File: config.mk
export PLATFORM = sky130hd
export DESIGN_NAME = cam_capture
export DESIGN_NICKNAME = d
export VERILOG_FILES = /design/src/verilog/video_pkg.sv /design/src/verilog/cam_capture.sv
export VERILOG_INCLUDE_DIRS = /design/src /design/src/verilog
export SDC_FILE = /design/constraint.sdc
export NUM_CORES = 1
export LEC_CHECK = 0
export BUFFER_PORTS_ARGS = -buffer_cell sky130_fd_sc_hd__buf_2
export CORE_UTILIZATION = 37
export DETAILED_ROUTE_END_ITERATION = 10
export PLACE_DENSITY_LB_ADDON = 0.08
export SYNTH_ARGS = -nofsm -noshare
export SYNTH_HDL_FRONTEND = slang
export SYNTH_SLANG_ARGS = --single-unit
File: constraint.sdc
create_clock -name clk_50_4m -period 1.08 [get_ports clk_50_4m]
set_input_delay 0.054 -clock clk_50_4m [delete_from_list [all_inputs] [get_ports clk_50_4m]]
set_output_delay 0.054 -clock clk_50_4m [all_outputs]
set_load 0.005 [all_outputs]
File: src/verilog/stereo_cap_params.svh
/*
 * Frame geometry, raster timing and status counter widths
 * for the single-camera capture path
 */
`ifndef STEREO_CAP_PARAMS_SVH
`define STEREO_CAP_PARAMS_SVH

// Stored frame size
`define FRAME_W       16
`define FRAME_H       8
`define FB_DEPTH      (`FRAME_W * `FRAME_H)
`define PIX_BITS      8           // Bits per colour channel

// Line layout in order of active, front porch, sync and back porch
`define H_ACTIVE      16
`define H_FP          2
`define H_SYNC        3
`define H_TOTAL       24

// Frame layout in order of sync, back porch, active and front porch
`define V_SYNC_LINES  2
`define V_BP_LINES    1
`define V_ACTIVE      8
`define V_TOTAL       12

`define STAT_W        8

`endif

File: src/verilog/video_pkg.sv
/*
 * Pixel formats, camera word decoding and raster coordinate types
 */
`include "stereo_cap_params.svh"

package video_pkg;

    typedef struct packed {
        logic [`PIX_BITS-1:0] r;
        logic [`PIX_BITS-1:0] g;
        logic [`PIX_BITS-1:0] b;
    } rgb888_t;

    typedef struct packed {
        logic [4:0] r;
        logic [5:0] g;
        logic [4:0] b;
    } rgb565_t;

    // One camera pixel seen as the byte pair or as colour
    typedef union packed {
        logic [1:0][7:0] bytes;    // bytes[1] arrives first
        rgb565_t         rgb;
    } cam_word_u;

    typedef logic [$clog2(`H_TOTAL)-1:0] coord_x_t;
    typedef logic [$clog2(`V_TOTAL)-1:0] coord_y_t;

endpackage

File: src/verilog/cam_capture.sv
/*
 * Camera byte stream capture
 * Pairs bytes while href is high, expands RGB565 to RGB888
 * and flags the falling edge of vsync as a frame start
 */
`timescale 1ns/10ps
`include "stereo_cap_params.svh"

module cam_capture (
    input  logic               clk_50_4m,
    input  logic               rst,
    input  logic               cam_vsync,
    input  logic               cam_href,
    input  logic               cam_byte_valid,
    input  logic [7:0]         cam_data,
    output logic               pix_valid,
    output video_pkg::rgb888_t pix,
    output logic               cam_frame_start
);
    import video_pkg::*;

    cam_word_u word;
    rgb565_t   c565;
    logic      byte_phase;    // Set once the high byte is in
    logic      vsync_q;

    // Control
    always_ff @(posedge clk_50_4m) begin
        if (rst) begin
            byte_phase      <= 1'b0;
            pix_valid       <= 1'b0;
            vsync_q         <= 1'b0;
            cam_frame_start <= 1'b0;
        end else begin
            vsync_q         <= cam_vsync;
            cam_frame_start <= vsync_q & ~cam_vsync;
            pix_valid       <= cam_href & cam_byte_valid & byte_phase;
            if (!cam_href) begin
                byte_phase <= 1'b0;    // Line gap realigns the pair
            end else if (cam_byte_valid) begin
                byte_phase <= ~byte_phase;
            end
        end
    end

    // Byte assembly
    always_ff @(posedge clk_50_4m) begin
        if (cam_href && cam_byte_valid) begin
            if (byte_phase) begin
                word.bytes[0] <= cam_data;
            end else begin
                word.bytes[1] <= cam_data;
            end
        end
    end

    // Each field is topped up with its own MSBs
    assign c565  = word.rgb;
    assign pix.r = {c565.r, c565.r[4 -: `PIX_BITS - 5]};
    assign pix.g = {c565.g, c565.g[5 -: `PIX_BITS - 6]};
    assign pix.b = {c565.b, c565.b[4 -: `PIX_BITS - 5]};

endmodule

==> impl_results.md <==
* CTS tree: done
* Hold path cells at 2
* CP startpoint kind: flop
* Routed len/inst at 10.2 µm
* Clock skew at 0.00384 ns
* Max-slew violation count at 0
* Via density at 4.20
* M1 GR Usage at 11.8%
* Sequential cell area fraction in the yosys report at 82.7%
* CP Data Required Time at 1.07 ns
* Max Cap Violations at 0
* Reg2Reg Setup Slack at 0.09 ns
* Post-Syn Nets at 49
* Mapped Area at 678 µm²
* Flop pwr share at 55.2%
* Worst Max-Slew Pin Slew at 0.213 ns
* Comb pwr share at 6.9%
* Crit path max-delay family: flip-flops
* Ports at 39
* Clk_lat worst skew at 0.29 ns
* Rel. slew slack at 85.8%
* Cell internal pwr at 1300 µW
* Rows at 15
* Peak VDD IR at 0.000886 V
* Core area at 0.00173 mm²
* Iter 0 DRT Violations at 11
* CP max FO at 9
* # nets final at 95
* Number of gates resized after CTS at 0
* Power Density at 1560 mW/mm²
* Die Ht at 44.8 µm
* Maximum clock path buffer count at 2
* Post-Place Worst Slack at 0.103 ns
* CP bufs+invs at 0
* Met3 GRT Util at 2.40%
* Global-route wire length before repair at 1480 µm
* Total leakage power at 0.000432 µW
* Vias in the first global route at 373
* Predominant post-synthesis flop cell: edfxtp_1
* Syn Inst Count at 36
* Net switching power at 267 µW
* Initial core utilization at 39.3%
* Clk sink count at 20
* Clock Pin Slew Worst Setup and Hold Paths at 0.11 ns
* Antenna-violating nets left at 0
* Crit path largest cell delay at 0.37 ns
* Setup repair bufs after CTS at 0
* Synth top cells by count: edfxtp_1 (16), buf_4 (8), dfxtp_1 (4)
* Drt total wl at 1080 µm
* Fillers at 145
* YS warnings at 0
* Final min period at 0.986 ns
* Final setup fails at 0
* Pin count of the biggest net entering global routing at 13
* RSZ-0062 raised after global routing: false
* RR Startpoint: byte_phase$_SDFFE_PP0P_
* Dominant cell type by area after synthesis: edfxtp_1
* Crit path kind: reg2reg
* Crit. End Element: flop
* Status: completed
* Achievable frequency at 1010 MHz
* Most used routing layer: met2
* Syn Area/Cell at 18.8 µm²
* Final instance area at 1000 µm²
* Tcrit/Tclk final at 91.3%
* Full die area at 0.00201 mm²
* FF-to-FF End: c565[6]$_DFFE_PP_
* CTS buffer count at 3
* GRT overflow at 0
* Post-synthesis async set-or-reset flop share at 0%
* Detailed-route DRC error count at 0
* Most frequent cell after synthesis: edfxtp_1
* Clock share of power at 37.9%
* Post-synth EDFFs at 16
* Final hold vios at 0
* Clock Tree Root: clkbuf_4
* Hold WC Path Type: in2reg
* Placer Congestion at 0.609
* Synth area leaders: edfxtp_1 (71%), dfxtp_1 (12%), buf_4 (8.9%)
* Dpl cell area at 847 µm²
* Met2 Use GR at 19.7%
* Origin of the worst min-delay path: cam_href
* DIE WIDTH at 44.8 µm
* Initial antenna violation count at 0
* Worst path cell trace: and3_2
* Post-route setup slack at 0.0943 ns
* Number of buffers inserted by port buffering at 38
* Yosys reg bits at 20
* Setup TNS at 0 ns
* Worst Hold Path EP: byte_phase$_SDFFE_PP0P_
* Area share of the largest cell type after synthesis at 70.8%
* Hold_ws at 0.0235 ns
* Switching Share at 17.1%
* CP arrival at 0.98 ns
* Slowest CP cell: dfxtp_1
* Netlist cell types at 11
* Area Growth Syn to Fin at 47.4%
* Worst Reg2Reg Path Length in Cells at 1
* Antenna cells at 0
* Total track usage at 11.1%
* H-Tree Depth at 1
* TritonRoute pass-1 iters at 4
* Proportion of layout cells with a drive suffix above 1 at 55.6%
* Via Count at 445
* Core Util, Final at 57.9%
## layout by cell type, fill, tap and decap left out
| master | Yosys | layout |
|---|---|---|
| bufinv_16 | 0 | 1 |
| buf_4 | 8 | 1 |
| clkbuf_4 | 0 | 3 |
| nor3b_2 | 1 | 1 |
| and3_2 | 1 | 1 |
| and2b_1 | 1 | 1 |
| dfxtp_1 | 4 | 4 |
| nor3b_1 | 1 | 1 |
| nor2_1 | 1 | 1 |
| xnor2_1 | 1 | 1 |
| nand2_1 | 1 | 1 |
| buf_2 | 0 | 38 |
| edfxtp_1 | 16 | 16 |
| nor2b_1 | 1 | 1 |
| dlygate4sd3_1 | 0 | 10 |
## power groups by stage
stage,logic (µW),clock network (µW),registers [µW]
after floorplan,30.2,0,885
after global placement,79.7,0,880
after detailed placement,80.3,0,881
after CTS,108,608,864
after global routing,118,641,866
final,107,593,863
## layer usage
layer,vias up,part of all wire (%),wire length (µm)
met5,-,0,0
met3,2,7.1,76
met4,0,0.56,6
li1,211,-,-
met1,207,38,414
met2,25,54,580
## worst max-delay path by stage
stage	end	startpoint	slack, ns	depth (start not counted)
floorplan	c565[10]$_DFFE_PP_	byte_phase$_SDFFE_PP0P_	0.02	1
global placement	c565[3]$_DFFE_PP_	byte_phase$_SDFFE_PP0P_	0.13	1
detailed placement	c565[4]$_DFFE_PP_	byte_phase$_SDFFE_PP0P_	0.10	1
CTS	c565[6]$_DFFE_PP_	byte_phase$_SDFFE_PP0P_	0.09	1
global route	c565[5]$_DFFE_PP_	byte_phase$_SDFFE_PP0P_	0.04	1
finish	c565[6]$_DFFE_PP_	byte_phase$_SDFFE_PP0P_	0.09	1
## area by class of cell
class	instances	area, µm²	share of cell area [%]
Sequential cell	20	561	56.1
Timing Repair Buffer	49	298	29.8
Multi-Input combinational cell	8	57.6	5.76
Tap cell	25	31.3	3.13
Clock inverter	1	30.0	3.00
Clock buffer	3	22.5	2.25
## per-stage QoR
stage / cells / total power (µW)
floorplan: 36 / 915
global placement: 92 / 960
detailed placement: 92 / 962
CTS: 106 / 1580
global route: 106 / 1630
finish: 106 / 1560
## logic make-up (layout without fill, tap and decap cells)
group / count (synthesis) / count (layout) / synth area share, %
buf+inv: 8 / 53 / 8.86
xor+xnor: 1 / 1 / 1.29
flops: 20 / 20 / 82.7
simple gates: 7 / 7 / 7.20
## sequential cells by signal, indices dropped and copies added (netlist names)
name             flops
cam_frame_start      1
byte_phase           1
vsync_q              1
c565                16
pix_valid            1
## repair_timing
item | 4_1_cts | 5_1_grt
hold buffers | 10 | 0
endpoints found under the hold margin | 19 | 0
endpoints found under the setup margin | 0 | 0
(Power assumes the default switching activity.)
