==> config.mk <==
export PLATFORM = sky130hd
export DESIGN_NAME = img_cap_ctrl_flat
export DESIGN_NICKNAME = d
export VERILOG_FILES = /design/src/verilog/video_pkg.sv /design/src/verilog/ctrl_pkg.sv /design/src/verilog/stereo_cap_ifs.sv /design/src/verilog/img_cap_ctrl.sv /design/src/flat_wrapper.sv
export VERILOG_INCLUDE_DIRS = /design/src /design/src/verilog
export SDC_FILE = /design/constraint.sdc
export NUM_CORES = 1
export LEC_CHECK = 0
export BUFFER_PORTS_ARGS = -buffer_cell sky130_fd_sc_hd__buf_2
export CAP_MARGIN = 20
export CORE_AREA = 2 2 70 72
export DETAILED_ROUTE_END_ITERATION = 6
export DIE_AREA = 0 0 72 74
export GPL_ROUTABILITY_DRIVEN = 0
export PLACE_DENSITY = 0.74
export SETUP_SLACK_MARGIN = 0.4
export SYNTH_ARGS = -nofsm -noshare
export SYNTH_HDL_FRONTEND = slang
export SYNTH_SLANG_ARGS = --single-unit
==> constraint.sdc <==
create_clock -name clk_50_4m -period 1.3 [get_ports clk_50_4m]
set_clock_uncertainty 0.1 [all_clocks]
set_input_delay 0.065 -clock clk_50_4m [delete_from_list [all_inputs] [get_ports clk_50_4m]]
set_output_delay 0.065 -clock clk_50_4m [all_outputs]
set_load 0.1 [all_outputs]
==> src/verilog/stereo_cap_params.svh <==
/*
 * Frame geometry, raster timing and status counter widths
 * for the single-camera capture path
 */
`ifndef STEREO_CAP_PARAMS_SVH
`define STEREO_CAP_PARAMS_SVH

// Stored frame size
`define FRAME_W       16
`define FRAME_H       8
`define FB_DEPTH      (`FRAME_W * `FRAME_H)
`define PIX_BITS      8           // Bits per colour channel

// Line layout in order of active, front porch, sync and back porch
`define H_ACTIVE      16
`define H_FP          2
`define H_SYNC        3
`define H_TOTAL       24

// Frame layout in order of sync, back porch, active and front porch
`define V_SYNC_LINES  2
`define V_BP_LINES    1
`define V_ACTIVE      8
`define V_TOTAL       12

`define STAT_W        8

`endif

==> src/verilog/video_pkg.sv <==
/*
 * Pixel formats, camera word decoding and raster coordinate types
 */
`include "stereo_cap_params.svh"

package video_pkg;

    typedef struct packed {
        logic [`PIX_BITS-1:0] r;
        logic [`PIX_BITS-1:0] g;
        logic [`PIX_BITS-1:0] b;
    } rgb888_t;

    typedef struct packed {
        logic [4:0] r;
        logic [5:0] g;
        logic [4:0] b;
    } rgb565_t;

    // One camera pixel seen as the byte pair or as colour
    typedef union packed {
        logic [1:0][7:0] bytes;    // bytes[1] arrives first
        rgb565_t         rgb;
    } cam_word_u;

    typedef logic [$clog2(`H_TOTAL)-1:0] coord_x_t;
    typedef logic [$clog2(`V_TOTAL)-1:0] coord_y_t;

endpackage

==> src/verilog/ctrl_pkg.sv <==
/*
 * Buffer bank, buffer address and capture state types
 */
`include "stereo_cap_params.svh"

package ctrl_pkg;

    typedef logic bank_t;                                  // Which of the two buffers
    typedef logic [$clog2(`FB_DEPTH)-1:0] fb_addr_t;

    typedef enum logic [1:0] {
        CAP_WAIT    = 2'd0,    // Waiting for a camera frame start
        CAP_WRITE   = 2'd1,
        CAP_PENDING = 2'd2,    // Frame complete with the swap not yet done
        CAP_SKIP    = 2'd3     // Current camera frame is dropped
    } cap_state_t;

endpackage

==> src/verilog/stereo_cap_ifs.sv <==
/*
 * fb_mem_if with the frame buffer write and read ports
 * video_timing_if with the address-phase raster position and frame start
 */
`timescale 1ns/10ps

interface fb_mem_if;
    import ctrl_pkg::*;
    import video_pkg::*;

    logic    wr_en;
    bank_t   wr_bank;
    fb_addr_t wr_addr;
    rgb888_t wr_data;
    logic    rd_en;
    bank_t   rd_bank;
    fb_addr_t rd_addr;
    rgb888_t rd_data;    // One cycle after rd_addr

    modport ctrl (output wr_en, wr_bank, wr_addr, wr_data,
                  output rd_en, rd_bank, rd_addr,
                  input  rd_data);
    modport mem  (input  wr_en, wr_bank, wr_addr, wr_data,
                  input  rd_en, rd_bank, rd_addr,
                  output rd_data);
endinterface

interface video_timing_if;
    import video_pkg::*;

    logic     de;
    coord_x_t x;
    coord_y_t y;
    logic     frame_start;    // Both counters at zero

    modport src  (output de, x, y, frame_start);
    modport sink (input  de, x, y, frame_start);
endinterface

==> src/verilog/img_cap_ctrl.sv <==
/*
 * Capture control
 * Capture FSM, write address counter, ping-pong bank swap,
 * display read addressing and stored/dropped frame counters
 */
`timescale 1ns/10ps
`include "stereo_cap_params.svh"

module img_cap_ctrl (
    input  logic               clk_50_4m,
    input  logic               rst,
    input  logic               pix_valid,
    input  video_pkg::rgb888_t pix,
    input  logic               cam_frame_start,
    video_timing_if.sink       vt,
    fb_mem_if.ctrl             fb,
    output logic [`STAT_W-1:0] frames_stored,
    output logic [`STAT_W-1:0] frames_dropped
);
    import ctrl_pkg::*;

    localparam fb_addr_t LAST_ADDR = fb_addr_t'(`FB_DEPTH - 1);

    cap_state_t state;
    fb_addr_t   wr_addr;
    bank_t      wr_bank;
    bank_t      rd_bank;
    logic       rd_valid;        // A finished frame is on display
    logic       stored_pulse;
    logic       swap;

    // A completed frame waits in wr_bank in both PENDING and SKIP
    assign swap = vt.frame_start && ((state == CAP_PENDING) || (state == CAP_SKIP));

    // ======================================================================
    // Capture FSM
    // ======================================================================
    always_ff @(posedge clk_50_4m) begin
        if (rst) begin
            state          <= CAP_WAIT;
            wr_addr        <= '0;
            wr_bank        <= 1'b0;
            rd_bank        <= 1'b0;
            rd_valid       <= 1'b0;
            stored_pulse   <= 1'b0;
            frames_stored  <= '0;
            frames_dropped <= '0;
        end else begin
            stored_pulse <= 1'b0;
            if (stored_pulse) begin
                frames_stored <= frames_stored + 1'b1;
            end
            case (state)
                CAP_WAIT: begin
                    if (cam_frame_start) begin
                        state   <= CAP_WRITE;
                        wr_addr <= '0;
                    end
                end
                CAP_WRITE: begin
                    if (cam_frame_start) begin
                        wr_addr <= '0;                  // Restart on a new frame
                    end else if (pix_valid) begin
                        wr_addr <= wr_addr + 1'b1;
                        if (wr_addr == LAST_ADDR) begin
                            state        <= CAP_PENDING;
                            stored_pulse <= 1'b1;
                        end
                    end
                end
                CAP_PENDING, CAP_SKIP: begin
                    if (swap) begin
                        rd_bank  <= wr_bank;
                        rd_valid <= 1'b1;
                        wr_bank  <= ~wr_bank;
                        // A camera frame starting on the swap cycle is kept
                        state    <= cam_frame_start ? CAP_WRITE : CAP_WAIT;
                        wr_addr  <= '0;
                    end else if (cam_frame_start) begin
                        state          <= CAP_SKIP;
                        frames_dropped <= frames_dropped + 1'b1;
                    end
                end
                default: state <= CAP_WAIT;
            endcase
        end
    end

    // Write port
    assign fb.wr_en   = (state == CAP_WRITE) && pix_valid && !cam_frame_start;
    assign fb.wr_bank = wr_bank;
    assign fb.wr_addr = wr_addr;
    assign fb.wr_data = pix;

    // Read port in raster order
    assign fb.rd_en   = vt.de && rd_valid;
    assign fb.rd_bank = rd_bank;
    assign fb.rd_addr = fb_addr_t'(vt.y) * fb_addr_t'(`FRAME_W) + fb_addr_t'(vt.x);

endmodule

==> src/flat_wrapper.sv <==
// flat-port wrapper written by rule: the top's interface ports become plain ports
module img_cap_ctrl_flat import ctrl_pkg::*;
  (clk_50_4m, rst, pix_valid, pix, cam_frame_start, frames_stored, frames_dropped, vt_de, vt_x, vt_y, vt_frame_start, fb_wr_en, fb_wr_bank, fb_wr_addr, fb_wr_data, fb_rd_en, fb_rd_bank, fb_rd_addr, fb_rd_data);
  video_timing_if vt_i ();
  fb_mem_if fb_i ();
  input  logic clk_50_4m;
  input  logic rst;
  input  logic pix_valid;
  input  video_pkg::rgb888_t pix;
  input  logic cam_frame_start;
  output logic [`STAT_W-1:0] frames_stored;
  output logic [`STAT_W-1:0] frames_dropped;
  input wire logic [$bits(vt_i.de)-1:0] vt_de;
  input wire logic [$bits(vt_i.x)-1:0] vt_x;
  input wire logic [$bits(vt_i.y)-1:0] vt_y;
  input wire logic [$bits(vt_i.frame_start)-1:0] vt_frame_start;
  output wire logic [$bits(fb_i.wr_en)-1:0] fb_wr_en;
  output wire logic [$bits(fb_i.wr_bank)-1:0] fb_wr_bank;
  output wire logic [$bits(fb_i.wr_addr)-1:0] fb_wr_addr;
  output wire logic [$bits(fb_i.wr_data)-1:0] fb_wr_data;
  output wire logic [$bits(fb_i.rd_en)-1:0] fb_rd_en;
  output wire logic [$bits(fb_i.rd_bank)-1:0] fb_rd_bank;
  output wire logic [$bits(fb_i.rd_addr)-1:0] fb_rd_addr;
  input wire logic [$bits(fb_i.rd_data)-1:0] fb_rd_data;
  assign vt_i.de = vt_de;
  assign vt_i.x = vt_x;
  assign vt_i.y = vt_y;
  assign vt_i.frame_start = vt_frame_start;
  assign fb_wr_en = fb_i.wr_en;
  assign fb_wr_bank = fb_i.wr_bank;
  assign fb_wr_addr = fb_i.wr_addr;
  assign fb_wr_data = fb_i.wr_data;
  assign fb_rd_en = fb_i.rd_en;
  assign fb_rd_bank = fb_i.rd_bank;
  assign fb_rd_addr = fb_i.rd_addr;
  assign fb_i.rd_data = fb_rd_data;
  img_cap_ctrl u_core (.clk_50_4m(clk_50_4m), .rst(rst), .pix_valid(pix_valid), .pix(pix), .cam_frame_start(cam_frame_start), .vt(vt_i), .fb(fb_i), .frames_stored(frames_stored), .frames_dropped(frames_dropped));
endmodule
==> impl_metrics.json <==
{
  "slew_viol_final": 0,
  "fill_cells": 316,
  "crit_path_top_delay_cell": "dfxtp_2",
  "drv_cap": 0,
  "required_ns": 1.13,
  "vias_per_cell": 5.23,
  "drc_errors": 0,
  "area_growth_pct": 88.2,
  "dp_hpwl_mm": 2.48,
  "period_needed_ns": 1.50,
  "fin_cells": 292,
  "overflow": 0,
  "final_antenna_net_count": 0,
  "worst_slew_pin_slew_ns": 0.334,
  "htreeDepth": 2,
  "wl_per_cell_um": 15.4,
  "p_leak_nw": 1.11,
  "grt_pass1_wl_mm": 6.41,
  "clk_pin_slew_ns": 0.07,
  "drtIter0Drc": 70,
  "syn-instance-count": 178,
  "grt_usage": 0.157,
  "power_density_mw_per_mm2": 665,
  "peakVddDrop_mv": 0.500,
  "path_common_cell": "buf_6",
  "multi_input_comb_area_mm2": 0.00102,
  "dieHeight_um": 74,
  "synth_cell_types": 33,
  "timing.final.crit_share": 1.15,
  "synth_area_mm2": 0.00159,
  "fmax_ghz": 0.666,
  "drive_gt1_frac": 0.706,
  "arrival_ns": 1.34,
  "max_slew_margin": 0.775,
  "die_area_mm2": 0.00533,
  "grt_max_degree": 17,
  "num_vias": 1527,
  "dr.pass1.iters": 4,
  "antenna_found_initial": 0,
  "end_kind": "output port",
  "worstSetupPathType": "reg2out",
  "clock-sinks": 29,
  "worst_setup_path_start_kind": "register",
  "synth_area_per_cell_um2": 8.91,
  "wirelength_mm": 4.51,
  "antenna_cells": 0,
  "fin_ws_ns": -0.201,
  "portBuffers": 39,
  "register_area_um2": 676,
  "synth_seq_cells": 29,
  "setup_violations": 18,
  "violations": "setup timing",
  "row_count": 25,
  "outcome": "finished, violations left",
  "cts_made_buffers": 5,
  "clk_latency_ns": 0.29,
  "cts_root_buffer": "clkbuf_8",
  "dp.cells": 256,
  "yosys_warnings": 0,
  "max_stage_delay_ns": 0.33,
  "rsz0062_at_grt": "true",
  "synth-seq-area-share": 0.366,
  "path_cells": "buf_6, buf_6, and4bb_4, buf_12",
  "start_util": 0.345,
  "die_w_um": 72,
  "hp-class": "in2reg",
  "hold_violations": 0,
  "core_area_mm2": 0.00460,
  "io-pin-count": 121,
  "grt_pass1_vias": 1408,
  "syn_nets": 246,
  "ctsLongestPathBuffers": 2,
  "dp_slack_ns": -0.131,
  "cts_tree": "built",
  "nNetsFinal": 305,
  "path_max_fanout": 4
}
cell type report:
| class | count | area share |
|---|---|---|
| flip-flops and latches | 29 | 0.226 |
| well taps | 54 | 0.0226 |
| inverters | 2 | 0.00251 |
| multi-input cells | 112 | 0.343 |
| repair buffers | 87 | 0.372 |
| clock inverters | 1 | 0.00168 |
| clock buffers | 7 | 0.0323 |
what timing repair did:
item / in CTS / in global routing
resized for setup: 110 / 30
endpoints found under the setup margin: 57 / 58
gates cloned: 1 / 0
endpoints found under the hold margin: 7 / 0
pin swaps: 17 / 12
setup buffers: 12 / 15
registers in the layout (all words and copies together), names as in the netlist:
register,count
u_core.fb.wr_addr,7
u_core.fb.wr_bank,1
u_core.frames_dropped,8
u_core.frames_stored,8
u_core.stored_pulse,1
u_core.rd_valid,1
u_core.fb.rd_bank,1
u_core.state,2
routing by layer:
metal	wire length (µm)	track usage
met1	1770	0.180
met4	101	0.0671
met3	219	0.0461
met5	0	0
met2	2410	0.273
Yosys cell counts:
cell / n / area, µm²
or4_1: 6 / 45.0
mux2i_1: 4 / 40.0
buf_4: 29 / 218
buf_6: 1 / 11.3
clkbuf_2: 1 / 5.00
nand3b_1: 3 / 22.5
xor2_1: 7 / 61.3
nand4_1: 6 / 37.5
nand4b_1: 1 / 8.76
or3b_1: 2 / 17.5
nor4b_2: 1 / 15.0
nor2_1: 10 / 37.5
o31ai_1: 5 / 37.5
dfxtp_1: 29 / 581
nand3_1: 7 / 35.0
nand4b_4: 1 / 23.8
xnor2_1: 1 / 8.76
ha_1: 5 / 62.6
clkbuf_1: 3 / 11.3
nand2b_1: 1 / 6.26
and3_1: 2 / 12.5
nand2_1: 10 / 37.5
or3_1: 7 / 43.8
buf_2: 2 / 10.0
nor4_2: 1 / 12.5
o21ai_0: 8 / 40.0
a211oi_1: 1 / 7.51
a21oi_1: 18 / 90.1
inv_1: 2 / 7.51
and2_1: 1 / 6.26
nor2b_4: 1 / 13.8
and4bb_2: 1 / 12.5
nor3b_1: 1 / 7.51
cell usage in the layout (no fill, tap or decap), types with 3 or more instances in the layout:
cell type,netlist,final
nand4_1,6,6
or3_1,7,5
o21ai_0,8,7
o31ai_1,5,5
buf_6,1,23
a21oi_1,18,6
clkbuf_8,0,7
or4_4,0,4
nand3_4,0,3
nand2_1,10,7
buf_12,0,31
nor2_1,10,9
a21oi_2,0,12
xor2_1,7,5
dfxtp_4,0,24
dfxtp_2,0,4
nand3b_1,3,3
buf_4,29,26
buf_2,2,7
nand3_2,0,3
ha_4,0,5
worst paths after layout:
| path | start | endpoint | slack [ns] | cells past startpoint |
|---|---|---|---|---|
| min | rst | u_core.frames_dropped[3]$_SDFFE_PP0P_ | 0.009 | 2 |
| max | u_core.state[1]$_SDFFE_PP0P_ | fb_wr_en | -0.20 | 4 |
| max reg2reg | u_core.state[1]$_SDFFE_PP0P_ | u_core.fb.wr_addr[5]$_SDFFE_PP0P_ | -0.15 | 5 |
| min reg2reg | u_core.frames_dropped[7]$_SDFFE_PP0P_ | u_core.frames_dropped[7]$_SDFFE_PP0P_ | 0.40 | 2 |
stage by stage:
stage / TNS [ns] / util / hold slack, ns / total power, mW / area, µm²
6_report: -1.54 / 0.649 / 0.00920 / 1.99 / 2990
5_1_grt: -2.43 / 0.649 / 0.0244 / 2.05 / 2990
4_1_cts: -1.19 / 0.596 / -0.0101 / 1.98 / 2740
3_5_place_dp: -1.02 / 0.460 / 0.0307 / 1.14 / 2110
3_3_place_gp: -0.860 / 0.460 / 0.0307 / 1.13 / 2110
2_1_floorplan: -2.21 / - / 0.0977 / 1.45 / 1810
critical path: cells and delay by family (launching register included):
family,cells,cell delay (ns)
flops,1,0.33
buf+inv,3,0.40
simple gates,1,0.32
cell families (layout without fill, tap and decap cells):
kind of cell / Yosys count / in the layout / synth area share
flops: 29 / 29 / 0.366
fa+ha+maj: 5 / 5 / 0.0394
buf+inv: 38 / 97 / 0.166
mux: 4 / 4 / 0.0252
simple gates: 62 / 63 / 0.249
xor+xnor: 8 / 8 / 0.0442
compound gates: 32 / 32 / 0.110
power breakdown:
group | switching [mW] | internal [mW]
combinational | 0.178 | 0.127
sequential | 0.00314 | 0.844
clock | 0.356 | 0.478
(Power assumes the default switching activity.)
