File: src/verilog/stereo_cap_params.svh
/*
 * Frame geometry, raster timing and status counter widths
 * for the single-camera capture path
 */
`ifndef STEREO_CAP_PARAMS_SVH
`define STEREO_CAP_PARAMS_SVH

// Stored frame size
`define FRAME_W       16
`define FRAME_H       8
`define FB_DEPTH      (`FRAME_W * `FRAME_H)
`define PIX_BITS      8           // Bits per colour channel

// Line layout in order of active, front porch, sync and back porch
`define H_ACTIVE      16
`define H_FP          2
`define H_SYNC        3
`define H_TOTAL       24

// Frame layout in order of sync, back porch, active and front porch
`define V_SYNC_LINES  2
`define V_BP_LINES    1
`define V_ACTIVE      8
`define V_TOTAL       12

`define STAT_W        8

`endif

File: src/verilog/video_pkg.sv
/*
 * Pixel formats, camera word decoding and raster coordinate types
 */
`include "stereo_cap_params.svh"

package video_pkg;

    typedef struct packed {
        logic [`PIX_BITS-1:0] r;
        logic [`PIX_BITS-1:0] g;
        logic [`PIX_BITS-1:0] b;
    } rgb888_t;

    typedef struct packed {
        logic [4:0] r;
        logic [5:0] g;
        logic [4:0] b;
    } rgb565_t;

    // One camera pixel seen as the byte pair or as colour
    typedef union packed {
        logic [1:0][7:0] bytes;    // bytes[1] arrives first
        rgb565_t         rgb;
    } cam_word_u;

    typedef logic [$clog2(`H_TOTAL)-1:0] coord_x_t;
    typedef logic [$clog2(`V_TOTAL)-1:0] coord_y_t;

endpackage

File: src/verilog/stereo_cap_ifs.sv
/*
 * fb_mem_if with the frame buffer write and read ports
 * video_timing_if with the address-phase raster position and frame start
 */


interface video_timing_if;
    import video_pkg::*;

    logic     de;
    coord_x_t x;
    coord_y_t y;
    logic     frame_start;    // Both counters at zero

    modport src  (output de, x, y, frame_start);
    modport sink (input  de, x, y, frame_start);
endinterface

File: src/verilog/video_timing.sv
/*
 * Raster timing generator
 * Horizontal and vertical counters, address-phase position and enable,
 * and the sync outputs delayed by one cycle to match the buffer read
 */
`timescale 1ns/10ps
`include "stereo_cap_params.svh"

module video_timing (
    input  logic clk_50_4m,
    input  logic rst,
    video_timing_if.src vt,
    output logic vid_hs,
    output logic vid_vs,
    output logic vid_de
);
    import video_pkg::*;

    localparam int H_SYNC_START = `H_ACTIVE + `H_FP;
    localparam int V_ACT_START  = `V_SYNC_LINES + `V_BP_LINES;

    coord_x_t h_cnt;
    coord_y_t v_cnt;
    logic     hs;
    logic     vs;
    logic     de;

    // ======================================================================
    // Counters
    // ======================================================================
    always_ff @(posedge clk_50_4m) begin
        if (rst) begin
            h_cnt <= '0;
            v_cnt <= '0;
        end else if (h_cnt == coord_x_t'(`H_TOTAL - 1)) begin
            h_cnt <= '0;
            if (v_cnt == coord_y_t'(`V_TOTAL - 1)) begin
                v_cnt <= '0;
            end else begin
                v_cnt <= v_cnt + 1'b1;
            end
        end else begin
            h_cnt <= h_cnt + 1'b1;
        end
    end

    assign hs = (h_cnt >= coord_x_t'(H_SYNC_START)) &&
                (h_cnt <  coord_x_t'(H_SYNC_START + `H_SYNC));
    assign vs = v_cnt < coord_y_t'(`V_SYNC_LINES);    // Sync lines lead the frame
    assign de = (h_cnt <  coord_x_t'(`H_ACTIVE)) &&
                (v_cnt >= coord_y_t'(V_ACT_START)) &&
                (v_cnt <  coord_y_t'(V_ACT_START + `V_ACTIVE));

    assign vt.de          = de;
    assign vt.x           = h_cnt;
    assign vt.y           = v_cnt - coord_y_t'(V_ACT_START);
    assign vt.frame_start = (h_cnt == '0) && (v_cnt == '0);

    // Output stage one cycle behind the address phase
    always_ff @(posedge clk_50_4m) begin
        if (rst) begin
            vid_hs <= 1'b0;
            vid_vs <= 1'b0;
            vid_de <= 1'b0;
        end else begin
            vid_hs <= hs;
            vid_vs <= vs;
            vid_de <= de;
        end
    end

endmodule

File: src/flat_wrapper.sv
// flat-port wrapper written by rule: the top's interface ports become plain ports
module video_timing_flat import video_pkg::*;
  (clk_50_4m, rst, vid_hs, vid_vs, vid_de, vt_de, vt_x, vt_y, vt_frame_start);
  video_timing_if vt_i ();
  input  logic clk_50_4m;
  input  logic rst;
  output logic vid_hs;
  output logic vid_vs;
  output logic vid_de;
  output wire logic [$bits(vt_i.de)-1:0] vt_de;
  output wire logic [$bits(vt_i.x)-1:0] vt_x;
  output wire logic [$bits(vt_i.y)-1:0] vt_y;
  output wire logic [$bits(vt_i.frame_start)-1:0] vt_frame_start;
  assign vt_de = vt_i.de;
  assign vt_x = vt_i.x;
  assign vt_y = vt_i.y;
  assign vt_frame_start = vt_i.frame_start;
  video_timing u_core (.clk_50_4m(clk_50_4m), .rst(rst), .vt(vt_i), .vid_hs(vid_hs), .vid_vs(vid_vs), .vid_de(vid_de));
endmodule
File: config.mk
export PLATFORM = sky130hd
export DESIGN_NAME = video_timing_flat
export DESIGN_NICKNAME = d
export VERILOG_FILES = /design/src/verilog/video_pkg.sv /design/src/verilog/stereo_cap_ifs.sv /design/src/verilog/video_timing.sv /design/src/flat_wrapper.sv
export VERILOG_INCLUDE_DIRS = /design/src /design/src/verilog
export SDC_FILE = /design/constraint.sdc
export NUM_CORES = 1
export LEC_CHECK = 0
export BUFFER_PORTS_ARGS = -buffer_cell sky130_fd_sc_hd__clkbuf_2
export CAP_MARGIN = 20
export CORE_AREA = 2 2 39 41
export CTS_CLUSTER_SIZE = 20
export DETAILED_ROUTE_END_ITERATION = 10
export DIE_AREA = 0 0 41 43
export PLACE_DENSITY = 0.78
export SLEW_MARGIN = 20
export SYNTH_ARGS = -nofsm -noshare
export SYNTH_HDL_FRONTEND = slang
export SYNTH_SLANG_ARGS = --single-unit
export TNS_END_PERCENT = 30
File: constraint.sdc
create_clock -name clk_50_4m -period 3.05 [get_ports clk_50_4m]
set_input_delay 0.4575 -clock clk_50_4m [delete_from_list [all_inputs] [get_ports clk_50_4m]]
set_output_delay 0.4575 -clock clk_50_4m [all_outputs]
set_load 0.05 [all_outputs]
==> flow_summary.json, run 1 <==
{
  "grt_pass1_wl_um": 1680,
  "synth-async-reset-ratio_pct": 0,
  "numCtsBuffers": 3,
  "setup_violations": 0,
  "vias_per_cell": 5.10,
  "setup_tns_ns": 0,
  "met1_length_um": 516,
  "fin_skew_ns": 0.00149,
  "hold_class": "in2reg",
  "power_uw": 305,
  "hold_viol": 0,
  "ys_seq_area_share_pct": 38.8,
  "syn_nets": 78,
  "dieHeight_um": 43,
  "path_class": "reg2out",
  "synthesis.area_um2": 619,
  "fmax_mhz": 492,
  "core_area_um2": 1380,
  "met2_length_um": 507,
  "worst_pin_slew_ns": 0.381,
  "ir_worst_vdd_v": 0.000218,
  "finalCriticalPeriod_ns": 2.03,
  "boundaryPins": 16,
  "start_util_pct": 44.8,
  "ff_latch_area_um2": 240,
  "start_kind": "flop",
  "ys_warn_count": 0,
  "grt_max_degree": 11,
  "multiInputGateArea_um2": 330,
  "num_rows": 14,
  "dp_hpwl_um": 802,
  "power_leakage_uw": 0.000321,
  "layout_common_cells": "clkbuf_2, dfxtp_1, inv_1, nor2_1, nand2_1",
  "timing.final.max_slew_violations": 0,
  "end_kind": "primary output",
  "wirelength_um": 1070,
  "arrival_ns": 1.57,
  "cts_resized": 0,
  "synth-edff-count": 0,
  "ant_nets": 0,
  "cts_max_path_buffers": 2,
  "grt_overflow_total": 0,
  "maxUsedRoutingLayer": "met4",
  "cts_setup_buffers": 0,
  "cts-root-buf": "clkbuf_4",
  "drc": 0,
  "syn_to_final_growth_pct": 15.4,
  "yosys_most_used_dff": "dfxtp_1",
  "port_buffers": 15,
  "dieArea_um2": 1760,
  "drive_gt1_share_pct": 23.5,
  "post_drt_wl_per_cell_um": 10.6,
  "gp_congestion": 0.796,
  "ctsHoldBuffers": 0,
  "synth.avg_cell_area_um2": 8.72,
  "finalNonFillerCells": 101,
  "drt_iter0_drc": 11,
  "grt_pass1_vias": 419,
  "htreeDepth": 1,
  "final_common_cell": "clkbuf_2",
  "antenna_cells": 0,
  "syn_inst": 71,
  "num_vias": 515,
  "dr.pass1.iters": 2,
  "clk_pin_slew_ns": 0.07,
  "die_w_um": 41,
  "status": "complete, no violations",
  "cts_sinks": 12,
  "cp.required_ns": 2.59,
  "grtUsageTotal_pct": 14.2,
  "cts_tree": "yes",
  "ys_types": 23,
  "rsz0062_at_grt": "no",
  "fin_nets": 94,
  "slew_headroom_pct": 74.6,
  "powerDensity_nw_per_um2": 426,
  "antenna_found_initial": 0,
  "clk_latency_ns": 0.26,
  "crit_fanout": 6,
  "fillers": 126,
  "drv_cap": 0,
  "ys_seq_elements": 12,
  "finalCritPeriodShare_pct": 66.6,
  "wl_met3_um": 38,
  "dp.cells": 98
}
-- critical path, stage by stage (launching register included) --
cell,delay (ns)
dfxtp_1,0.42
ha_1,0.27
nor2_1,0.09
xor2_1,0.16
nor2_1,0.10
clkbuf_2,0.28
-- sequential cells by signal, indices dropped and copies added, names as in the netlist --
name and flops:
u_core.vid_de 1, u_core.vid_hs 1, u_core.v_cnt 4, u_core.vt.x 5
u_core.vid_vs 1
-- final timing paths --
kind	startpoint	endpoint	slack, ns	cells past startpoint
hold reg to reg	u_core.vt.x[0]	u_core.vt.x[0]	0.50	1
setup reg to reg	u_core.vt.x[1]	u_core.v_cnt[3]	1.46	4
setup / recovery	u_core.v_cnt[0]	vt_de	1.02	5
hold / removal	rst	u_core.vt.x[4]	0.49	2
-- power by group --
| group | internal, uW | leakage (uW) | switching (uW) |
|---|---|---|---|
| combinational | 11.3 | 0.000210 | 32.8 |
| clock | 45.5 | 0.0000138 | 47.6 |
| sequential | 161 | 0.0000977 | 6.62 |
-- Yosys cell counts (2+ instances only) --
library cell	number	share of area, %
o21ai_0	4	3.2
nor4_1	3	3.0
or4_1	2	2.4
buf_4	2	2.4
nand2_1	6	3.6
xor2_1	3	4.2
xnor2_1	2	2.8
inv_1	7	4.2
nand3_1	3	2.4
ha_1	5	10
clkbuf_1	2	1.2
a21oi_1	4	3.2
dfxtp_1	12	39
nor2_1	7	4.2
-- cell families after synthesis --
group,count (synthesis),synth area share [%]
xor gates and xnor gates,5,7.07
buffers and inverters,11,7.88
and+or+nand+nor,27,25.9
adders and majority gates,5,10.1
AOI/OAI and AO/OA,11,10.3
DFF,12,38.8
-- stage by stage --
stage / util (%) / setup WS (ns) / area (um2) / hold WS (ns)
after detailed placement: 50.0 / 1.29 / 692 / 0.483
after global routing: 51.6 / 0.882 / 714 / 0.487
final: 51.6 / 1.02 / 714 / 0.487
after global placement: 50.0 / 1.34 / 692 / 0.466
after floorplan: - / 1.09 / 619 / 0.472
after CTS: 51.6 / 1.01 / 714 / 0.474
-- area by class of cell --
type,count,area share [%]
clock buffer,3,3.15
inverter,7,3.68
sequential,12,33.6
timing repair buffer,15,10.5
tap,16,2.80
multi-input combinational,48,46.2
-- metal layers --
metal	up-vias	global-route usage (%)
met4	0	8.00
li1	271	-
met2	8	20.6
met5	-	0
met3	2	4.71
met1	234	17.4
(Power assumes the default switching activity.)
==> run 2, diff against run 1 <==
Settings changed: ABC_AREA set to 1.
Clock period 3.05 ns to 2.1 ns, I/O delays scaled along.
==> run 2 against run 1 <==
Combinational power up 50%. Worst setup slack got worse by 0.74 ns. Via count up 14%. Sequential share of layout area fell by 1.9 points. Synthesized cell count rose by 18%. Largest power group unchanged. Clock power up 100%. Flip-flop and latch count stayed put. Global-route usage up 3.2 points. Sequential power is 44% higher. Critical path depth did not move. Final cell count increased by 18%.
==> flow_summary.json, run 2 <==
{
  "fin_nets": 111,
  "layout_common_cells": "inv_1, clkbuf_2, nand2_1, dfxtp_1, nor2_1",
  "clk_latency_ns": 0.29,
  "cts_setup_buffers": 0,
  "ctsHoldBuffers": 0,
  "final_common_cell": "inv_1",
  "yosys.area.top_type": "dfxtp_1",
  "setup_violations": 0,
  "grt_pass1_vias": 510,
  "die_w_um": 41,
  "worst_pin_slew_ns": 0.283,
  "yosysMostFrequentCell": "inv_1",
  "core_area_um2": 1380,
  "drt_iter0_drc": 14,
  "min_from": "rst",
  "critPathTopFamily": "flip-flops",
  "setup_tns_ns": 0,
  "slew_headroom_pct": 81.2,
  "timing.final.max_slew_violations": 0,
  "dp_hpwl_um": 1020,
  "ys_types": 18,
  "start_kind": "flop",
  "critPathLaunch": "u_core.v_cnt[1]",
  "wirelength_um": 1300,
  "worstPathCellList": "ha_1, inv_1, a21oi_1, nor2_1, clkbuf_2",
  "dr.pass1.iters": 4,
  "hold_viol": 0,
  "worstReg2RegStart": "u_core.vt.x[1]",
  "critPathMaxStageDelay_ns": 0.40,
  "drc": 0,
  "syn_inst": 84,
  "path_class": "reg2out",
  "powerDensity_nw_per_um2": 656,
  "num_vias": 587,
  "synth-async-reset-ratio_pct": 0,
  "drv_cap": 0,
  "hold_class": "in2reg",
  "gp_congestion": 0.854,
  "drive_gt1_share_pct": 25.2,
  "status": "complete, no violations",
  "syn_to_final_growth_pct": 22.0,
  "finalCriticalPeriod_ns": 1.82,
  "vias_per_cell": 4.93,
  "ys_warn_count": 0,
  "dieArea_um2": 1760,
  "post_drt_wl_per_cell_um": 10.9,
  "htreeDepth": 1,
  "end_kind": "primary output",
  "cts-root-buf": "clkbuf_4",
  "grt_overflow_total": 0,
  "synth-edff-count": 0,
  "synth_top_cells_by_area": "dfxtp_1, ha_1, inv_1",
  "syn_nets": 91,
  "dieHeight_um": 43,
  "hold_ws_ns": 0.270,
  "grtUsageTotal_pct": 17.3,
  "arrival_ns": 1.51,
  "num_rows": 14,
  "cts_tree": "yes",
  "start_util_pct": 44.8,
  "grt_max_degree": 8,
  "ir_worst_vdd_v": 0.000437,
  "cts_resized": 0,
  "crit_path_top_delay_cell": "dfxtp_1",
  "yosys_most_used_dff": "dfxtp_1",
  "ys_seq_elements": 12,
  "port_buffers": 15,
  "cp.required_ns": 1.78,
  "rsz0062_at_grt": "no",
  "power_leakage_uw": 0.000372,
  "numCtsBuffers": 3,
  "fin_skew_ns": 0.00508,
  "largest_reg_flops": 5,
  "synthesis.area_um2": 621,
  "grt_pass1_wl_um": 2040,
  "cts_sinks": 12,
  "cts_max_path_buffers": 2,
  "ant_nets": 0,
  "clk_pin_slew_ns": 0.08,
  "boundaryPins": 16,
  "antenna_cells": 0,
  "ys_seq_area_share_pct": 38.7,
  "crit_fanout": 5,
  "critPathBufInv": 2,
  "antenna_found_initial": 0,
  "synthTopCellsByCount": "inv_1, dfxtp_1, nand2_1",
  "fmax_mhz": 548,
  "synth.avg_cell_area_um2": 7.39,
  "finalCritPeriodShare_pct": 86.9,
  "yosysTopAreaCellShare_pct": 38.7
}
[run 2: per-layer routing]
metal	routed length (um)	GRT usage, %	vias up
met5	0	0	-
met4	35	12.0	0
met3	31	3.14	4
met2	671	26.3	8
met1	560	20.8	269
li1	-	-	306
[run 2: worst paths after layout]
path | slack [ns] | cells past startpoint | end
worst max-delay path | 0.28 | 5 | vt_de
worst min-delay path | 0.27 | 2 | u_core.v_cnt[1]
worst max register to register | 0.85 | 6 | u_core.v_cnt[3]
worst min register to register | 0.48 | 1 | u_core.vt.x[0]
[run 2: power breakdown]
group / internal [uW] / switching (uW) / leakage [uW]
registers: 233 / 6.91 / 0.0000977
logic: 15.9 / 50.4 / 0.000253
clock network: 106 / 84.6 / 0.0000210
total: 355 / 142 / 0.000372
[run 2: layout make-up]
cell class                      instances  area [um2]
Fill cell                             140         627
Timing Repair Buffer                   15        75.1
Tap cell                               16        20.0
Multi-Input combinational cell         56         325
Inverter                               16        60.1
Sequential cell                        12         240
Clock buffer                            4        36.3
[run 2: kinds of logic after synthesis]
| kind of cell | Yosys count | synth area share [%] |
|---|---|---|
| buf+inv | 16 | 9.68 |
| xor+xnor | 2 | 2.82 |
| flops | 12 | 38.7 |
| compound gates | 11 | 9.68 |
| simple gates | 38 | 29.0 |
| fa+ha+maj | 5 | 10.1 |
[run 2: through the flow]
stage / setup WS [ns] / total power (uW) / cells / utilization, % / cell area [um2]
floorplan: 0.203 / 296 / 84 / - / 626
global placement: 0.648 / 310 / 115 / 52.1 / 721
detailed placement: 0.607 / 312 / 115 / 52.1 / 721
CTS: 0.275 / 504 / 119 / 54.7 / 757
global route: 0.170 / 512 / 119 / 54.7 / 757
finish: 0.275 / 497 / 119 / 54.7 / 757
==> run 3, diff against run 2 <==
Clock period 2.1 ns to 1.9 ns, I/O delays scaled along.
==> run 3 against run 2 <==
Total power increased by 11%. Die area unchanged. Largest power group unchanged. Largest cell class unchanged. Via count increased by 2.2%.
==> flow_summary.json, run 3 (synthesis gave the netlist of run 2 again) <==
{
  "status": "complete, no violations",
  "boundaryPins": 16,
  "clk_pin_slew_ns": 0.08,
  "worstReg2RegStart": "u_core.vt.x[1]",
  "powerDensity_nw_per_um2": 727,
  "hold_ws_ns": 0.246,
  "clkPwrFrac_pct": 38.7,
  "grt_pass1_vias": 534,
  "arrival_ns": 1.48,
  "postLayoutCellArea_um2": 759,
  "start_util_pct": 44.8,
  "ctsHoldBuffers": 0,
  "fillers": 142,
  "power_leakage_uw": 0.000369,
  "antenna_found_initial": 0,
  "cts_resized": 0,
  "drt_iter0_drc": 6,
  "slew_headroom_pct": 81.3,
  "dr.pass1.iters": 4,
  "cts_tree": "yes",
  "layout_common_cells": "inv_1, clkbuf_2, nand2_1, dfxtp_1, nor2_1",
  "drc": 0,
  "dieArea_um2": 1760,
  "worstRegToRegCells": 6,
  "cts_max_path_buffers": 2,
  "worst_pin_slew_ns": 0.282,
  "syn_to_final_growth_pct": 22.4,
  "r2r_end": "u_core.v_cnt[3]",
  "die_w_um": 41,
  "power_uw": 552,
  "wirelength_um": 1280,
  "core_area_um2": 1380,
  "fin_nets": 111,
  "grt_pass1_wl_um": 2100,
  "seq_power_share_pct": 48.1,
  "p_sw_uw": 160,
  "regToRegSetupSlack_ns": 0.65,
  "ir_worst_vdd_v": 0.000364,
  "fmax_mhz": 565,
  "drive_gt1_share_pct": 26.2,
  "dp_hpwl_um": 999,
  "fin_skew_ns": 0.000838,
  "grt_max_degree": 8,
  "ant_nets": 0,
  "path_class": "reg2out",
  "critPathLaunch": "u_core.v_cnt[1]",
  "largest_reg_flops": 5,
  "finalCritPeriodShare_pct": 93.1,
  "switching_share_pct": 29.1,
  "cts_setup_buffers": 0,
  "cp.required_ns": 1.62,
  "rsz0062_at_grt": "no",
  "cts-root-buf": "clkbuf_4",
  "p_int_uw": 392,
  "post_dp_cell_area_um2": 721,
  "hold_class": "in2reg",
  "grtUsageTotal_pct": 17.6,
  "clk_latency_ns": 0.28,
  "final_util_pct": 54.9,
  "crit_fanout": 5,
  "post_drt_wl_per_cell_um": 10.7,
  "start_kind": "flop",
  "setup_violations": 0,
  "end_kind": "primary output",
  "numCtsBuffers": 3,
  "p_comb_share_pct": 13.2,
  "htreeDepth": 1,
  "num_vias": 600,
  "port_buffers": 15,
  "hold_viol": 0,
  "grt_overflow_total": 0,
  "cts_sinks": 12,
  "vias_per_cell": 5.04,
  "drv_cap": 0,
  "antenna_cells": 0,
  "num_rows": 14,
  "gp_congestion": 0.854,
  "cp-endpoint": "vt_de",
  "setup_tns_ns": 0,
  "dieHeight_um": 43,
  "timing.final.max_slew_violations": 0,
  "final_common_cell": "inv_1",
  "finalCriticalPeriod_ns": 1.77
}
==> run 3: cell counts in the layout (fill, tap and decap cells not counted) <==
No cell type changed its count.
==> run 3: power by group through the flow <==
stage	sequential, uW	combinational, uW	clock (uW)
after floorplan	293	34.0	0
after global placement	271	72.0	0
after detailed placement	271	72.9	0
after CTS	266	72.9	213
after global routing	267	79.6	219
final	266	72.8	214
==> run 3: worst max-delay path, cell delays in order, from the launching register on <==
cell	delay [ns]
dfxtp_1	0.41
ha_2	0.26
inv_1	0.05
a21oi_1	0.18
nor2_1	0.07
clkbuf_2	0.23
==> run 3: per-layer routing <==
metal  GRT usage, %  routed length [um]  vias up
met5              0                   0        -
met4           10.0                  38        0
met3           3.14                  44        6
met2           26.3                 629       17
met1           22.7                 568      272
li1               -                   -      305
==> run 3: final cells by class <==
type | count | area [um2] | share of cell area [%]
tap | 16 | 20.0 | 2.64
sequential | 12 | 240 | 31.6
multi-input combinational | 56 | 328 | 43.2
inverter | 16 | 60.1 | 7.91
timing repair buffer | 15 | 75.1 | 9.88
clock buffer | 4 | 36.3 | 4.78
==> run 3: stage by stage <==
stage | cells | worst slack, ns
6_report | 119 | 0.131
3_3_place_gp | 115 | 0.478
2_1_floorplan | 84 | 0.0335
4_1_cts | 119 | 0.115
5_1_grt | 119 | 0.0268
3_5_place_dp | 115 | 0.429
==> run 3: how the worst min path moves through the flow <==
stage,endpoint,depth (start not counted),slack [ns],start
global route,u_core.v_cnt[1],2,0.26,rst
finish,u_core.v_cnt[1],2,0.25,rst
global placement,u_core.vt.x[0],1,0.46,u_core.vt.x[0]
detailed placement,u_core.vt.x[0],1,0.47,u_core.vt.x[0]
CTS,u_core.vt.x[4],2,0.24,rst
floorplan,u_core.v_cnt[0],1,0.35,rst
